`src/hw/csr_addr_pkg.sv`:
```
`default_nettype none

package csr_addr_pkg;

  // ----------------------------------------------------------
  // Register map geometry
  // ----------------------------------------------------------
  parameter int unsigned CsrDataWidth = 32;
  parameter int unsigned CsrAddrWidth = 6;   // Word index
  parameter int unsigned NumRegs      = 11;

  // Word-indexed register addresses
  parameter logic [CsrAddrWidth-1:0] CORE_SET_ADDR         = 6'd0;
  parameter logic [CsrAddrWidth-1:0] AM_NUM_PRED_ADDR      = 6'd1;
  parameter logic [CsrAddrWidth-1:0] AM_PRED_ADDR          = 6'd2;
  parameter logic [CsrAddrWidth-1:0] DATA_SRC_CTRL_ADDR    = 6'd3;
  parameter logic [CsrAddrWidth-1:0] SLICE_NUM_ELEM_A_ADDR = 6'd4;
  parameter logic [CsrAddrWidth-1:0] SLICE_NUM_ELEM_B_ADDR = 6'd5;
  parameter logic [CsrAddrWidth-1:0] AUTO_START_A_ADDR     = 6'd6;
  parameter logic [CsrAddrWidth-1:0] AUTO_START_B_ADDR     = 6'd7;
  parameter logic [CsrAddrWidth-1:0] AUTO_NUM_A_ADDR       = 6'd8;
  parameter logic [CsrAddrWidth-1:0] AUTO_NUM_B_ADDR       = 6'd9;
  parameter logic [CsrAddrWidth-1:0] OBSERVABLE_ADDR       = 6'd10;

  // Valid flag on read, valid clear on write
  parameter int unsigned AM_PRED_VALID_BIT = 8;

  // ----------------------------------------------------------
  // Core settings word, seen from the write side
  // ----------------------------------------------------------
  typedef struct packed {
    logic [CsrDataWidth-11:0] pad;
    logic                     slicer_clr;  // [9]
    logic                     regs_clr;    // [8]
    logic                     fifo_clr;    // [7]
    logic                     core_clr;    // [6]
    logic                     port_b_mux;  // [5]
    logic [1:0]               port_a_mux;  // [4:3]
    logic                     seq_test;    // [2]
    logic                     unused;      // [1]
    logic                     start;       // [0]
  } core_set_wr_t;

  // Same word on reads, commands are write-only
  typedef struct packed {
    logic [CsrDataWidth-11:0] pad;
    logic [3:0]               cmd_zero;    // [9:6]
    logic                     port_b_mux;
    logic [1:0]               port_a_mux;
    logic                     seq_test;
    logic                     busy;        // [1]
    logic                     start_zero;  // [0]
  } core_set_rd_t;

  typedef union packed {
    core_set_wr_t wr;
    core_set_rd_t rd;
  } core_set_u;

endpackage

`default_nettype wire

```
`src/hw/csr_ctrl_pkg.sv`:
```
`default_nettype none

package csr_ctrl_pkg;

  // ----------------------------------------------------------
  // Host request
  // ----------------------------------------------------------
  typedef struct packed {
    logic [csr_addr_pkg::CsrAddrWidth-1:0] addr;
    logic [csr_addr_pkg::CsrDataWidth-1:0] data;
    logic                                  write;
  } csr_req_t;

  // ----------------------------------------------------------
  // Control towards the core
  // ----------------------------------------------------------
  typedef struct packed {
    logic       start;          // Pulse
    logic       seq_test_mode;
    logic [1:0] port_a_cim;
    logic       port_b_cim;
    logic       clr;            // Pulse
    logic       fifo_clr;       // Pulse
    logic       regs_clr;       // Pulse
    logic       dslc_clr;       // Pulse
  } core_ctrl_t;

  // Slicer and data source setup
  typedef struct packed {
    logic [1:0]                            slice_mode_a;
    logic [1:0]                            slice_mode_b;
    logic [1:0]                            src_sel;
    logic [csr_addr_pkg::CsrDataWidth-1:0] num_elem_a;
    logic [csr_addr_pkg::CsrDataWidth-1:0] num_elem_b;
    logic [csr_addr_pkg::CsrDataWidth-1:0] auto_start_a;
    logic [csr_addr_pkg::CsrDataWidth-1:0] auto_start_b;
    logic [csr_addr_pkg::CsrDataWidth-1:0] auto_num_a;
    logic [csr_addr_pkg::CsrDataWidth-1:0] auto_num_b;
  } data_src_cfg_t;

  // ----------------------------------------------------------
  // Run progress as seen in the observable register
  // ----------------------------------------------------------
  typedef enum logic [1:0] {
    OBS_IDLE = 2'b00,
    OBS_RUN  = 2'b01,
    OBS_DONE = 2'b11
  } obs_state_e;

endpackage

`default_nettype wire

```
`src/hw/csr_bus_port.sv`:
```
`default_nettype none

module csr_bus_port (
  input  wire logic                                  clk_i,
  input  wire logic                                  rst_ni,
  // Request side
  input  wire logic                                  req_valid_i,
  input  wire logic                                  req_write_i,
  output logic                                       req_ready_o,
  output logic                                       wr_en_o,
  // Read data from the register file
  input  wire logic [csr_addr_pkg::CsrDataWidth-1:0] rd_data_i,
  // Response side
  output logic      [csr_addr_pkg::CsrDataWidth-1:0] rsp_data_o,
  output logic                                       rsp_valid_o,
  input  wire logic                                  rsp_ready_i
);

  logic req_acc;
  logic rd_req;

  logic                                  hold_valid_q;
  logic [csr_addr_pkg::CsrDataWidth-1:0] hold_data_q;

  // Never back-pressures the host
  assign req_ready_o = 1'b1;

  assign req_acc = req_valid_i & req_ready_o;
  assign wr_en_o = req_acc & req_write_i;
  assign rd_req  = req_acc & ~req_write_i;

  // ----------------------------------------------------------
  // Response holding register
  // ----------------------------------------------------------
  always_ff @(posedge clk_i or negedge rst_ni) begin
    if (!rst_ni) begin
      hold_valid_q <= 1'b0;
    end else if (rd_req && !rsp_ready_i) begin
      hold_valid_q <= 1'b1;  // Host not ready, park it
    end else if (rsp_ready_i) begin
      hold_valid_q <= 1'b0;
    end
  end

  // A newer read overwrites whatever is parked
  always_ff @(posedge clk_i) begin
    if (rd_req && !rsp_ready_i) begin
      hold_data_q <= rd_data_i;
    end
  end

  // Fresh read passes straight through
  assign rsp_valid_o = rd_req | hold_valid_q;
  assign rsp_data_o  = rd_req ? rd_data_i : hold_data_q;

endmodule

`default_nettype wire

```
`src/hw/csr_obs_fsm.sv`:
```
`default_nettype none

module csr_obs_fsm (
  input  wire logic                     clk_i,
  input  wire logic                     rst_ni,
  input  wire csr_ctrl_pkg::core_ctrl_t core_ctrl_i,
  input  wire logic                     busy_i,
  output csr_ctrl_pkg::obs_state_e      state_o
);

  csr_ctrl_pkg::obs_state_e state_q;
  csr_ctrl_pkg::obs_state_e state_d;

  // ----------------------------------------------------------
  // Next state, first match wins
  // ----------------------------------------------------------
  always_comb begin
    state_d = state_q;
    if (core_ctrl_i.start) begin
      state_d = csr_ctrl_pkg::OBS_RUN;
    end else if (state_q == csr_ctrl_pkg::OBS_RUN && !busy_i) begin
      state_d = csr_ctrl_pkg::OBS_DONE;  // Core went quiet
    end else if (core_ctrl_i.clr) begin
      state_d = csr_ctrl_pkg::OBS_IDLE;
    end
  end

  always_ff @(posedge clk_i or negedge rst_ni) begin
    if (!rst_ni) begin
      state_q <= csr_ctrl_pkg::OBS_IDLE;
    end else begin
      state_q <= state_d;
    end
  end

  assign state_o = state_q;

endmodule

`default_nettype wire

```
`src/hw/csr_reg_file.sv`:
```
`default_nettype none

module csr_reg_file #(
  parameter int unsigned AmPredWidth = 8
) (
  input  wire logic                                  clk_i,
  input  wire logic                                  rst_ni,
  input  wire csr_ctrl_pkg::csr_req_t                req_i,
  input  wire logic                                  wr_en_i,
  output logic      [csr_addr_pkg::CsrDataWidth-1:0] rd_data_o,
  // Status from the core
  input  wire logic                                  busy_i,
  input  wire logic [AmPredWidth-1:0]                am_pred_i,
  input  wire logic                                  am_pred_valid_i,
  input  wire csr_ctrl_pkg::obs_state_e              obs_state_i,
  // Control to the core
  output csr_ctrl_pkg::core_ctrl_t                   core_ctrl_o,
  output csr_ctrl_pkg::data_src_cfg_t                data_src_cfg_o,
  output logic      [csr_addr_pkg::CsrDataWidth-1:0] am_num_pred_o,
  output logic                                       am_pred_valid_clr_o,
  output logic      [3:0]                            obs_logic_o
);

  localparam int unsigned W         = csr_addr_pkg::CsrDataWidth;
  localparam int unsigned FirstWord = csr_addr_pkg::SLICE_NUM_ELEM_A_ADDR;
  localparam int unsigned LastWord  = csr_addr_pkg::AUTO_NUM_B_ADDR;

  logic            core_wr;
  csr_addr_pkg::core_set_u wr_word;
  csr_addr_pkg::core_set_u rd_word;

  // ----------------------------------------------------------
  // Storage, implemented bits only
  // ----------------------------------------------------------
  logic [3:0]   core_set_q;  // Bits [5:2] of core settings
  logic [W-1:0] am_num_pred_q;
  logic [5:0]   src_ctrl_q;
  logic [W-1:0] cfg_word_q [FirstWord:LastWord];
  logic [1:0]   obs_low_q;

  assign wr_word = req_i.data;

  always_ff @(posedge clk_i or negedge rst_ni) begin
    if (!rst_ni) begin
      core_set_q    <= '0;
      am_num_pred_q <= '0;
      src_ctrl_q    <= '0;
      obs_low_q     <= '0;
      for (int i = FirstWord; i <= LastWord; i++) begin
        cfg_word_q[i] <= '0;
      end
    end else if (wr_en_i) begin
      case (req_i.addr)
        csr_addr_pkg::CORE_SET_ADDR: begin
          core_set_q <= {wr_word.wr.port_b_mux, wr_word.wr.port_a_mux, wr_word.wr.seq_test};
        end
        csr_addr_pkg::AM_NUM_PRED_ADDR:   am_num_pred_q <= req_i.data;
        csr_addr_pkg::DATA_SRC_CTRL_ADDR: src_ctrl_q    <= req_i.data[5:0];
        csr_addr_pkg::SLICE_NUM_ELEM_A_ADDR,
        csr_addr_pkg::SLICE_NUM_ELEM_B_ADDR,
        csr_addr_pkg::AUTO_START_A_ADDR,
        csr_addr_pkg::AUTO_START_B_ADDR,
        csr_addr_pkg::AUTO_NUM_A_ADDR,
        csr_addr_pkg::AUTO_NUM_B_ADDR: begin
          cfg_word_q[req_i.addr] <= req_i.data;
        end
        csr_addr_pkg::OBSERVABLE_ADDR:    obs_low_q     <= req_i.data[1:0];
        default: ;  // AM prediction is read-only
      endcase
    end
  end

  // ----------------------------------------------------------
  // Read path
  // ----------------------------------------------------------
  always_comb begin
    rd_word               = '0;
    rd_word.rd.busy       = busy_i;
    rd_word.rd.seq_test   = core_set_q[0];
    rd_word.rd.port_a_mux = core_set_q[2:1];
    rd_word.rd.port_b_mux = core_set_q[3];
  end

  always_comb begin
    rd_data_o = '0;
    case (req_i.addr)
      csr_addr_pkg::CORE_SET_ADDR:      rd_data_o = rd_word;
      csr_addr_pkg::AM_NUM_PRED_ADDR:   rd_data_o = am_num_pred_q;
      csr_addr_pkg::AM_PRED_ADDR: begin
        rd_data_o[csr_addr_pkg::AM_PRED_VALID_BIT] = am_pred_valid_i;
        rd_data_o[AmPredWidth-1:0]                 = am_pred_i;
      end
      csr_addr_pkg::DATA_SRC_CTRL_ADDR: rd_data_o[5:0] = src_ctrl_q;
      csr_addr_pkg::SLICE_NUM_ELEM_A_ADDR,
      csr_addr_pkg::SLICE_NUM_ELEM_B_ADDR,
      csr_addr_pkg::AUTO_START_A_ADDR,
      csr_addr_pkg::AUTO_START_B_ADDR,
      csr_addr_pkg::AUTO_NUM_A_ADDR,
      csr_addr_pkg::AUTO_NUM_B_ADDR:    rd_data_o = cfg_word_q[req_i.addr];
      csr_addr_pkg::OBSERVABLE_ADDR:    rd_data_o[3:0] = obs_logic_o;
      default: ;
    endcase
  end

  // ----------------------------------------------------------
  // Control outputs
  // ----------------------------------------------------------
  assign core_wr = wr_en_i & (req_i.addr == csr_addr_pkg::CORE_SET_ADDR);

  always_comb begin
    core_ctrl_o.start         = core_wr & wr_word.wr.start;
    core_ctrl_o.seq_test_mode = core_set_q[0];
    core_ctrl_o.port_a_cim    = core_set_q[2:1];
    core_ctrl_o.port_b_cim    = core_set_q[3];
    core_ctrl_o.clr           = core_wr & wr_word.wr.core_clr;
    core_ctrl_o.fifo_clr      = core_wr & wr_word.wr.fifo_clr;
    core_ctrl_o.regs_clr      = core_wr & wr_word.wr.regs_clr;
    core_ctrl_o.dslc_clr      = core_wr & wr_word.wr.slicer_clr;
  end

  always_comb begin
    data_src_cfg_o.slice_mode_a = src_ctrl_q[1:0];
    data_src_cfg_o.slice_mode_b = src_ctrl_q[3:2];
    data_src_cfg_o.src_sel      = src_ctrl_q[5:4];
    data_src_cfg_o.num_elem_a   = cfg_word_q[csr_addr_pkg::SLICE_NUM_ELEM_A_ADDR];
    data_src_cfg_o.num_elem_b   = cfg_word_q[csr_addr_pkg::SLICE_NUM_ELEM_B_ADDR];
    data_src_cfg_o.auto_start_a = cfg_word_q[csr_addr_pkg::AUTO_START_A_ADDR];
    data_src_cfg_o.auto_start_b = cfg_word_q[csr_addr_pkg::AUTO_START_B_ADDR];
    data_src_cfg_o.auto_num_a   = cfg_word_q[csr_addr_pkg::AUTO_NUM_A_ADDR];
    data_src_cfg_o.auto_num_b   = cfg_word_q[csr_addr_pkg::AUTO_NUM_B_ADDR];
  end

  assign am_num_pred_o       = am_num_pred_q;
  assign am_pred_valid_clr_o = wr_en_i & (req_i.addr == csr_addr_pkg::AM_PRED_ADDR)
                               & req_i.data[csr_addr_pkg::AM_PRED_VALID_BIT];

  // State on top of the writable low bits
  assign obs_logic_o = {obs_state_i, obs_low_q};

endmodule

`default_nettype wire

```
`src/hw/csr_top.sv`:
```
`default_nettype none

module csr_top #(
  parameter int unsigned AmPredWidth = 8
) (
  input  wire logic                                  clk_i,
  input  wire logic                                  rst_ni,
  // Request channel
  input  wire csr_ctrl_pkg::csr_req_t                req_i,
  input  wire logic                                  req_valid_i,
  output logic                                       req_ready_o,
  // Response channel
  output logic      [csr_addr_pkg::CsrDataWidth-1:0] rsp_data_o,
  output logic                                       rsp_valid_o,
  input  wire logic                                  rsp_ready_i,
  // Core status
  input  wire logic                                  busy_i,
  input  wire logic [AmPredWidth-1:0]                am_pred_i,
  input  wire logic                                  am_pred_valid_i,
  // Core control
  output csr_ctrl_pkg::core_ctrl_t                   core_ctrl_o,
  output csr_ctrl_pkg::data_src_cfg_t                data_src_cfg_o,
  output logic      [csr_addr_pkg::CsrDataWidth-1:0] am_num_pred_o,
  output logic                                       am_pred_valid_clr_o,
  output logic      [3:0]                            obs_logic_o
);

  logic                                  wr_en;
  logic [csr_addr_pkg::CsrDataWidth-1:0] rd_data;
  csr_ctrl_pkg::obs_state_e              obs_state;

  // ----------------------------------------------------------
  // Handshake and response buffering
  // ----------------------------------------------------------
  csr_bus_port u_bus_port (
    .clk_i       (clk_i),
    .rst_ni      (rst_ni),
    .req_valid_i (req_valid_i),
    .req_write_i (req_i.write),
    .req_ready_o (req_ready_o),
    .wr_en_o     (wr_en),
    .rd_data_i   (rd_data),
    .rsp_data_o  (rsp_data_o),
    .rsp_valid_o (rsp_valid_o),
    .rsp_ready_i (rsp_ready_i)
  );

  csr_reg_file #(
    .AmPredWidth (AmPredWidth)
  ) u_reg_file (
    .clk_i               (clk_i),
    .rst_ni              (rst_ni),
    .req_i               (req_i),
    .wr_en_i             (wr_en),
    .rd_data_o           (rd_data),
    .busy_i              (busy_i),
    .am_pred_i           (am_pred_i),
    .am_pred_valid_i     (am_pred_valid_i),
    .obs_state_i         (obs_state),
    .core_ctrl_o         (core_ctrl_o),
    .data_src_cfg_o      (data_src_cfg_o),
    .am_num_pred_o       (am_num_pred_o),
    .am_pred_valid_clr_o (am_pred_valid_clr_o),
    .obs_logic_o         (obs_logic_o)
  );

  // Progress tracker fed by the pulses
  csr_obs_fsm u_obs_fsm (
    .clk_i       (clk_i),
    .rst_ni      (rst_ni),
    .core_ctrl_i (core_ctrl_o),
    .busy_i      (busy_i),
    .state_o     (obs_state)
  );

endmodule

`default_nettype wire

```
`config.mk`:
```
export PLATFORM = sky130hd
export DESIGN_NAME = csr_top
export DESIGN_NICKNAME = d
export VERILOG_FILES = /design/src/hw/csr_addr_pkg.sv /design/src/hw/csr_ctrl_pkg.sv /design/src/hw/csr_bus_port.sv /design/src/hw/csr_obs_fsm.sv /design/src/hw/csr_reg_file.sv /design/src/hw/csr_top.sv
export SDC_FILE = /design/constraint.sdc
export NUM_CORES = 1
export LEC_CHECK = 0
export BUFFER_PORTS_ARGS = -buffer_cell sky130_fd_sc_hd__clkbuf_2
export CORE_UTILIZATION = 35
export CTS_BUF_LIST = sky130_fd_sc_hd__clkbuf_8 sky130_fd_sc_hd__clkbuf_16
export DETAILED_ROUTE_END_ITERATION = 6
export GPL_TIMING_DRIVEN = 0
export PLACE_DENSITY = 0.54
export SYNTH_ARGS = -nofsm -noshare
export SYNTH_HDL_FRONTEND = slang
export SYNTH_SLANG_ARGS = --single-unit
```
`constraint.sdc`:
```
create_clock -name clk_i -period 3 [get_ports clk_i]
set_clock_uncertainty 0.05 [all_clocks]
set_input_delay 0.6 -clock clk_i [delete_from_list [all_inputs] [get_ports clk_i]]
set_output_delay 0.6 -clock clk_i [all_outputs]
set_load 0.01 [all_outputs]
```
Word-level counts from Yosys, hierarchy flattened
Index checks and enable logic that the tools add are counted.
{"block": "totals", "register_bits": 271, "inputBits": 53, "output_inout_bits": 278, "elab_cells": 69}
{"block": "op_classes", "order_cmp": 2, "n_eq_ne": 11, "muxes": 16, "bitwise_logic": 13, "reduce_logical": 14}
{"op": "$bwmux 192", "count": 1}
{"op": "$bmux 32 s4", "count": 1}
{"op": "$demux 32 s4", "count": 1}
{"op": "$mux 32", "count": 4}
{"op": "$pmux 23 s2", "count": 1}
{"op": "$eq 6x3->1 const B", "count": 4}
{"op": "$pmux 4 s6", "count": 1}
{"op": "$eq 6x4->1 const B", "count": 3}
{"op": "$eq 6x2->1 const B", "count": 2}
{"op": "$and 1x1->1", "count": 10}
{"op": "$pmux 2 s5", "count": 1}
{"op": "$reduce_and 2->1", "count": 5}
{"op": "$pmux 3 s3", "count": 1}
{"op": "$ge 7x5->1 const B", "count": 1}
{"op": "$lt 7x1->1 const B", "count": 1}
{"op": "$not 6->7", "count": 1}
{"op": "$eq 6x1->1 const B", "count": 1}
{"op": "$logic_not 6->1", "count": 1}
{"op": "$mux 2", "count": 3}
{"op": "$reduce_or 6->1", "count": 1}
{"op": "$logic_and 1x1->1", "count": 3}
{"op": "$reduce_bool 3->1", "count": 1}
{"op": "$eq 2x1->1 const B", "count": 1}
{"op": "$logic_not 1->1", "count": 2}
{"op": "other kinds (4)", "count": 5}

Logic depth before layout (Yosys ltp)
{"block": "logic_depth", "word_depth": 6, "ltp_mapped": 7, "ltp_nobuf": 4}

Modules after synthesis
A second synthesis with hierarchy kept.
{"block": "hier_totals", "hier_cells": 855, "hier_area_um2": 12366.9}
{"mod": "csr_reg_file", "n_inst": 1, "cells_each": 771, "area_each_um2": 10739.0, "seq_area_each_um2": 5905.7}
{"mod": "csr_bus_port", "n_inst": 1, "cells_each": 77, "area_each_um2": 1540.2, "seq_area_each_um2": 985.9}
{"mod": "csr_obs_fsm", "n_inst": 1, "cells_each": 7, "area_each_um2": 87.6, "seq_area_each_um2": 50.0}

Worst setup path after synthesis
OpenSTA, ideal clock, no wires.
{"block": "synth_timing", "kind": "input port to output port", "from": "input req_i[35] in the netlist's numbering", "to": "output rsp_data_o[11] in the netlist's numbering", "t_arrival_ns": 2.174, "required_time_ns": 2.350, "path_slack_ns": 0.176, "stages": 6, "path_buffers": 2, "path_cell_list": "or4_1 -> buf_2 -> nor2_2 -> clkbuf_1 -> nand2_1 -> a31oi_1"}
{"block": "synth_between", "elab_chain_cells": 6, "elab_cells_between_ends": 14, "cone_classes": "eq/ne (7); mux (5); bitwise (1); reduce/logical (1)"}
{"element": "start: declaration", "line_no": "csr_top.sv:9", "rtl": "input wire csr_ctrl_pkg::csr_req_t req_i,"}
{"element": "$not 6->7 (implied by the code)", "line_no": "csr_reg_file.sv:99", "rtl": "csr_addr_pkg::AUTO_NUM_B_ADDR: rd_data_o = cfg_word_q[req_i.addr];"}
{"element": "$bmux 32 s4", "line_no": "csr_reg_file.sv:99"}
{"element": "$mux 32 (implied by the code) (2 in series)", "line_no": "csr_reg_file.sv:99"}
{"element": "$pmux 23 s2 (*)", "line_no": "csr_reg_file.sv:86", "rtl": "case (req_i.addr)"}
{"element": "$mux 32 (*)", "line_no": "csr_bus_port.sv:54", "rtl": "assign rsp_data_o = rd_req ? rd_data_i : hold_data_q;"}
{"element": "end: declaration", "line_no": "csr_top.sv:13", "rtl": "output logic [csr_addr_pkg::CsrDataWidth-1:0] rsp_data_o,"}
Mark *: on every way between the ends. The rest lies on a longest branch, timed or not. The select of a mux whose other input is x is not followed.

Worst setup path in the final report
{"block": "layout_timing", "from": "input req_i[35] in the netlist's numbering", "to": "output rsp_data_o[2] in the netlist's numbering"}
{"block": "layout_between", "elab_chain_cells": 6, "elab_cells_between_ends": 18, "cone_classes": "eq/ne (10); mux (5); bitwise (1); reduce/logical (2)"}
{"element": "$not 6->7 (implied by the code)", "line_no": "csr_reg_file.sv:99"}
{"element": "$bmux 32 s4", "line_no": "csr_reg_file.sv:99"}
{"element": "$mux 32 (implied by the code) (2 in series)", "line_no": "csr_reg_file.sv:99"}
{"element": "$pmux 4 s6 (*)", "line_no": "csr_reg_file.sv:86"}
{"element": "$mux 32 (*)", "line_no": "csr_bus_port.sv:54"}
Marks and branches as above.

==> insert_results.sql <==
INSERT INTO impl_metrics (metric_group, metric, value, unit) VALUES
('yosys', 'postSynth.asyncResetShare', '88.2', '%'),
('routing', 'routed-wl-met2', '21.0', 'mm'),
('place', 'port_buffers', '327', ''),
('setup_path', 'r2r-start', 'u_reg_file.src_ctrl_q[0]$_DFFE_PN0P_', ''),
('run_status', 'outcome', 'finished, final reports clean', ''),
('layout', 'drive_gt1_share', '54.0', '%'),
('yosys', 'ys.flop_type', 'dfrtp_1', ''),
('setup_path', 'cp-start-kind', 'input port', ''),
('timing', 'worstMarginPinSlew', '0.818', 'ns'),
('floorplan', 'dieHeight', '191', 'µm'),
('yosys', 'netlist-cell-type-count', '46', ''),
('timing', 'final.min_clock_period', '2.95', 'ns'),
('clocking', 'clkLatencyLatePin', '0.50', 'ns'),
('layout', 'final_util', '47.6', '%'),
('timing', 'unrepaired_setup_endpoints_after_global_routing', 'yes', ''),
('setup_path', 'crit_fanout', '5', ''),
('routing', 'met3_wirelength', '2.36', 'mm'),
('setup_path', 'crit_chain', 'clkbuf_16 > or4_1 > buf_6 > nor2_4 > buf_12 > buf_4 > a22oi_1 > a41oi_2 > clkbuf_2', ''),
('layout', 'layout.filler_cells', '3272', ''),
('place', 'placed_cells_incl_taps', '1743', ''),
('power_and_ir_drop', 'seq_power_share', '44.2', '%'),
('timing', 'hold_slack', '0.255', 'ns'),
('setup_path', 'required', '2.35', 'ns'),
('setup_path', 'worstSetupPathType', 'input port to primary output', ''),
('global_routing', 'grt_util_all_layers', '24.4', '%'),
('power_and_ir_drop', 'worst_ir_drop_vdd', '0.000326', 'V'),
('layout', 'syn2layout_area_growth', '32.5', '%'),
('routing', 'totalWireLength', '44.6', 'mm'),
('place', 'gp_routability_congestion', '0.834', ''),
('setup_path', 'end_kind', 'primary output', ''),
('timing', 'setup_total_negative_slack', '0', 'ns'),
('timing', 'count_of_final_setup_violators', '0', ''),
('timing', 'final_hold_viol_count', '0', ''),
('floorplan', 'dieArea', '0.0365', 'mm²'),
('hold_path', 'hold_path_startpoint', 'rsp_ready_i', ''),
('yosys', 'yosys_warnings', '0', ''),
('routing', 'drt-vias-per-instance', '5.23', ''),
('yosys', 'combined_area_of_all_synthesized_cells', '0.0125', 'mm²'),
('power_and_ir_drop', 'power_leakage', '8.50', 'nW'),
('floorplan', 'initial_core_util', '35.9', '%'),
('yosys', 'yosysSeqAreaShare', '55.6', '%'),
('run', 'maxCapViolCount', '0', ''),
('clocking', 'sinks_on_the_clock_net', '271', ''),
('layout', 'post-route-cell-area', '0.0166', 'mm²'),
('global_routing', 'grt_first_pass_wirelength', '64.4', 'mm'),
('routing', 'route.layer.met1.wl', '19.9', 'mm'),
('clocking', 'clock-root-buffer', 'clkbuf_16', ''),
('place', 'hpwl', '30.7', 'mm'),
('routing', 'drtAntennaViolNets', '0', ''),
('setup_path', 'crit_path_start', 'req_i[35]', ''),
('setup_path', 'crit_family', 'buffers and inverters', ''),
('routing', 'wl_per_cell', '24.5', 'µm'),
('power_and_ir_drop', 'switching_share', '26.1', '%'),
('hold_path', 'path_class_of_the_lowest_slack_min_delay_path', 'input port to register', ''),
('setup_path', 'path_buf_inv', '5', ''),
('floorplan', 'die_w', '191', 'µm'),
('layout', 'antenna_diode_instance_count', '0', ''),
('global_routing', 'grt_pass1_vias', '9671', ''),
('clocking', 'ctsLongestPathBuffers', '3', ''),
('power_and_ir_drop', 'power-per-cell-area', '568', 'mW/mm²'),
('power_and_ir_drop', 'p_total', '9.41', 'mW'),
('clocking', 'path_clk_slew', '0.05', 'ns'),
('setup_path', 'cp_slowest_cell', 'or4_1', ''),
('routing', 'dr.first_iter.drc_count', '433', ''),
('power_and_ir_drop', 'clockPowerShare', '43.1', '%'),
('routing', 'drt_pre_antenna_iters', '4', ''),
('timing', 'timing.final.crit_share', '98.4', '%'),
('place', 'place_worst_setup_slack', '-0.993', 'ns'),
('yosys', 'synth_nets', '1011', ''),
('global_routing', 'pin_count_of_the_biggest_net_entering_global_routing', '102', ''),
('power_and_ir_drop', 'switching_power', '2.45', 'mW');
cells in the final DEF (no fill, tap or decap), types with 3 or more instances in the layout:
master,Yosys,routed
o21ai_1,0,14
o21ai_2,0,9
clkbuf_16,0,43
mux2_2,234,234
o22ai_1,32,31
nand2b_1,4,4
clkbuf_4,0,5
buf_6,9,21
o21ai_0,32,8
clkbuf_8,0,13
nand2_1,59,59
inv_1,2,11
dfrtp_1,239,239
edfxtp_1,32,32
nand3_1,4,4
buf_2,26,19
a211o_1,3,3
a31oi_2,0,11
a31oi_1,29,18
nor2b_1,6,4
buf_4,1,16
mux2i_1,99,99
a21oi_1,5,5
buf_12,0,4
a22o_1,3,3
nor2_1,68,66
clkbuf_2,1,329
a22oi_1,3,3
nor3_1,4,4
and2_1,5,5
repair_timing:
action	CTS	global route
endpoints found under the setup margin	37	36
hold buffers	1	0
buffers inserted	13	2
pin swaps	18	8
gates resized for setup	118	36
hold endpoints to repair	23	0
gates cloned	3	1
power by group through the flow:
| stage | Clock (mW) | Combinational [mW] | Sequential [mW] |
|---|---|---|---|
| after floorplan | 0 | 0.444 | 4.28 |
| after global placement | 0 | 1.12 | 4.21 |
| after detailed placement | 0 | 1.15 | 4.22 |
| after CTS | 4.15 | 1.21 | 4.15 |
| after global routing | 4.30 | 1.29 | 4.19 |
| final | 4.06 | 1.20 | 4.15 |
final cells by class:
| type | count | area (µm²) | area share (%) |
|---|---|---|---|
| timing repair buffer | 350 | 1970 | 11.9 |
| clock buffer | 44 | 1020 | 6.18 |
| multi-input combinational | 620 | 5380 | 32.5 |
| tap | 455 | 569 | 3.44 |
| clock inverter | 15 | 96.3 | 0.582 |
| buffer | 63 | 566 | 3.42 |
| sequential | 271 | 6940 | 41.9 |
| inverter | 2 | 7.51 | 0.0454 |
sequential cells by signal, indices dropped and copies added, names as in the netlist:
signal,cells
u_bus_port.hold_data_q,32
u_reg_file.am_num_pred_o,32
u_obs_fsm.state_o,2
u_reg_file.core_set_q,4
u_reg_file.obs_low_q,2
u_reg_file.src_ctrl_q,6
u_reg_file.data_src_cfg_o,192
u_bus_port.hold_valid_q,1
metal layers:
layer  GRT usage [%]  vias up
met4            8.25        2
met5               0        -
li1                -     4289
met2            38.7      282
met3            4.81       85
met1            33.2     4867
worst paths after layout:
| check | endpoint | slack [ns] | cells after the start |
|---|---|---|---|
| setup / recovery | rsp_data_o[2] | 0.05 | 9 |
| hold / removal | u_bus_port.hold_valid_q$_DFFE_PN0P_ | 0.26 | 2 |
| setup reg to reg | u_bus_port.hold_data_q[0]$_DFFE_PP_ | 1.44 | 4 |
| hold reg to reg | u_reg_file.am_num_pred_o[6]$_DFFE_PN0P_ | 0.47 | 1 |
| max in group asynchronous | u_reg_file.data_src_cfg_o[15]$_DFFE_PN0P_ | 1.45 | 3 |
| min in group asynchronous | u_reg_file.core_set_q[3]$_DFFE_PN0P_ | 0.56 | 2 |
synthesized netlist by cell type, drive strengths merged, types with 4 or more instances:
library cell  number  share of area, %
dfrtp            239                48
mux2             237                21
mux2i             99               7.9
nor2              69               2.1
nand2             59               1.8
buf               38               2.0
edfxtp            32               7.7
o21ai             32               1.3
o22ai             32               1.6
a31oi             29               1.5
clkbuf            27              0.82
nand3              6              0.44
nor2b              6              0.30
nor3               6              0.32
a21oi              5              0.20
and2               5              0.25
nand2b             4              0.20
kinds of logic (layout without fill, tap and decap cells):
group	Yosys count	in the layout	synth area share [%]
buffers and inverters	67	474	2.85
and+or+nand+nor	166	166	6.07
other	1	1	0.0300
DFF	271	271	55.6
muxes	338	338	29.7
AOI/OAI and AO/OA	115	115	5.76
No activity file was read; power rests on OpenSTA's default activity.
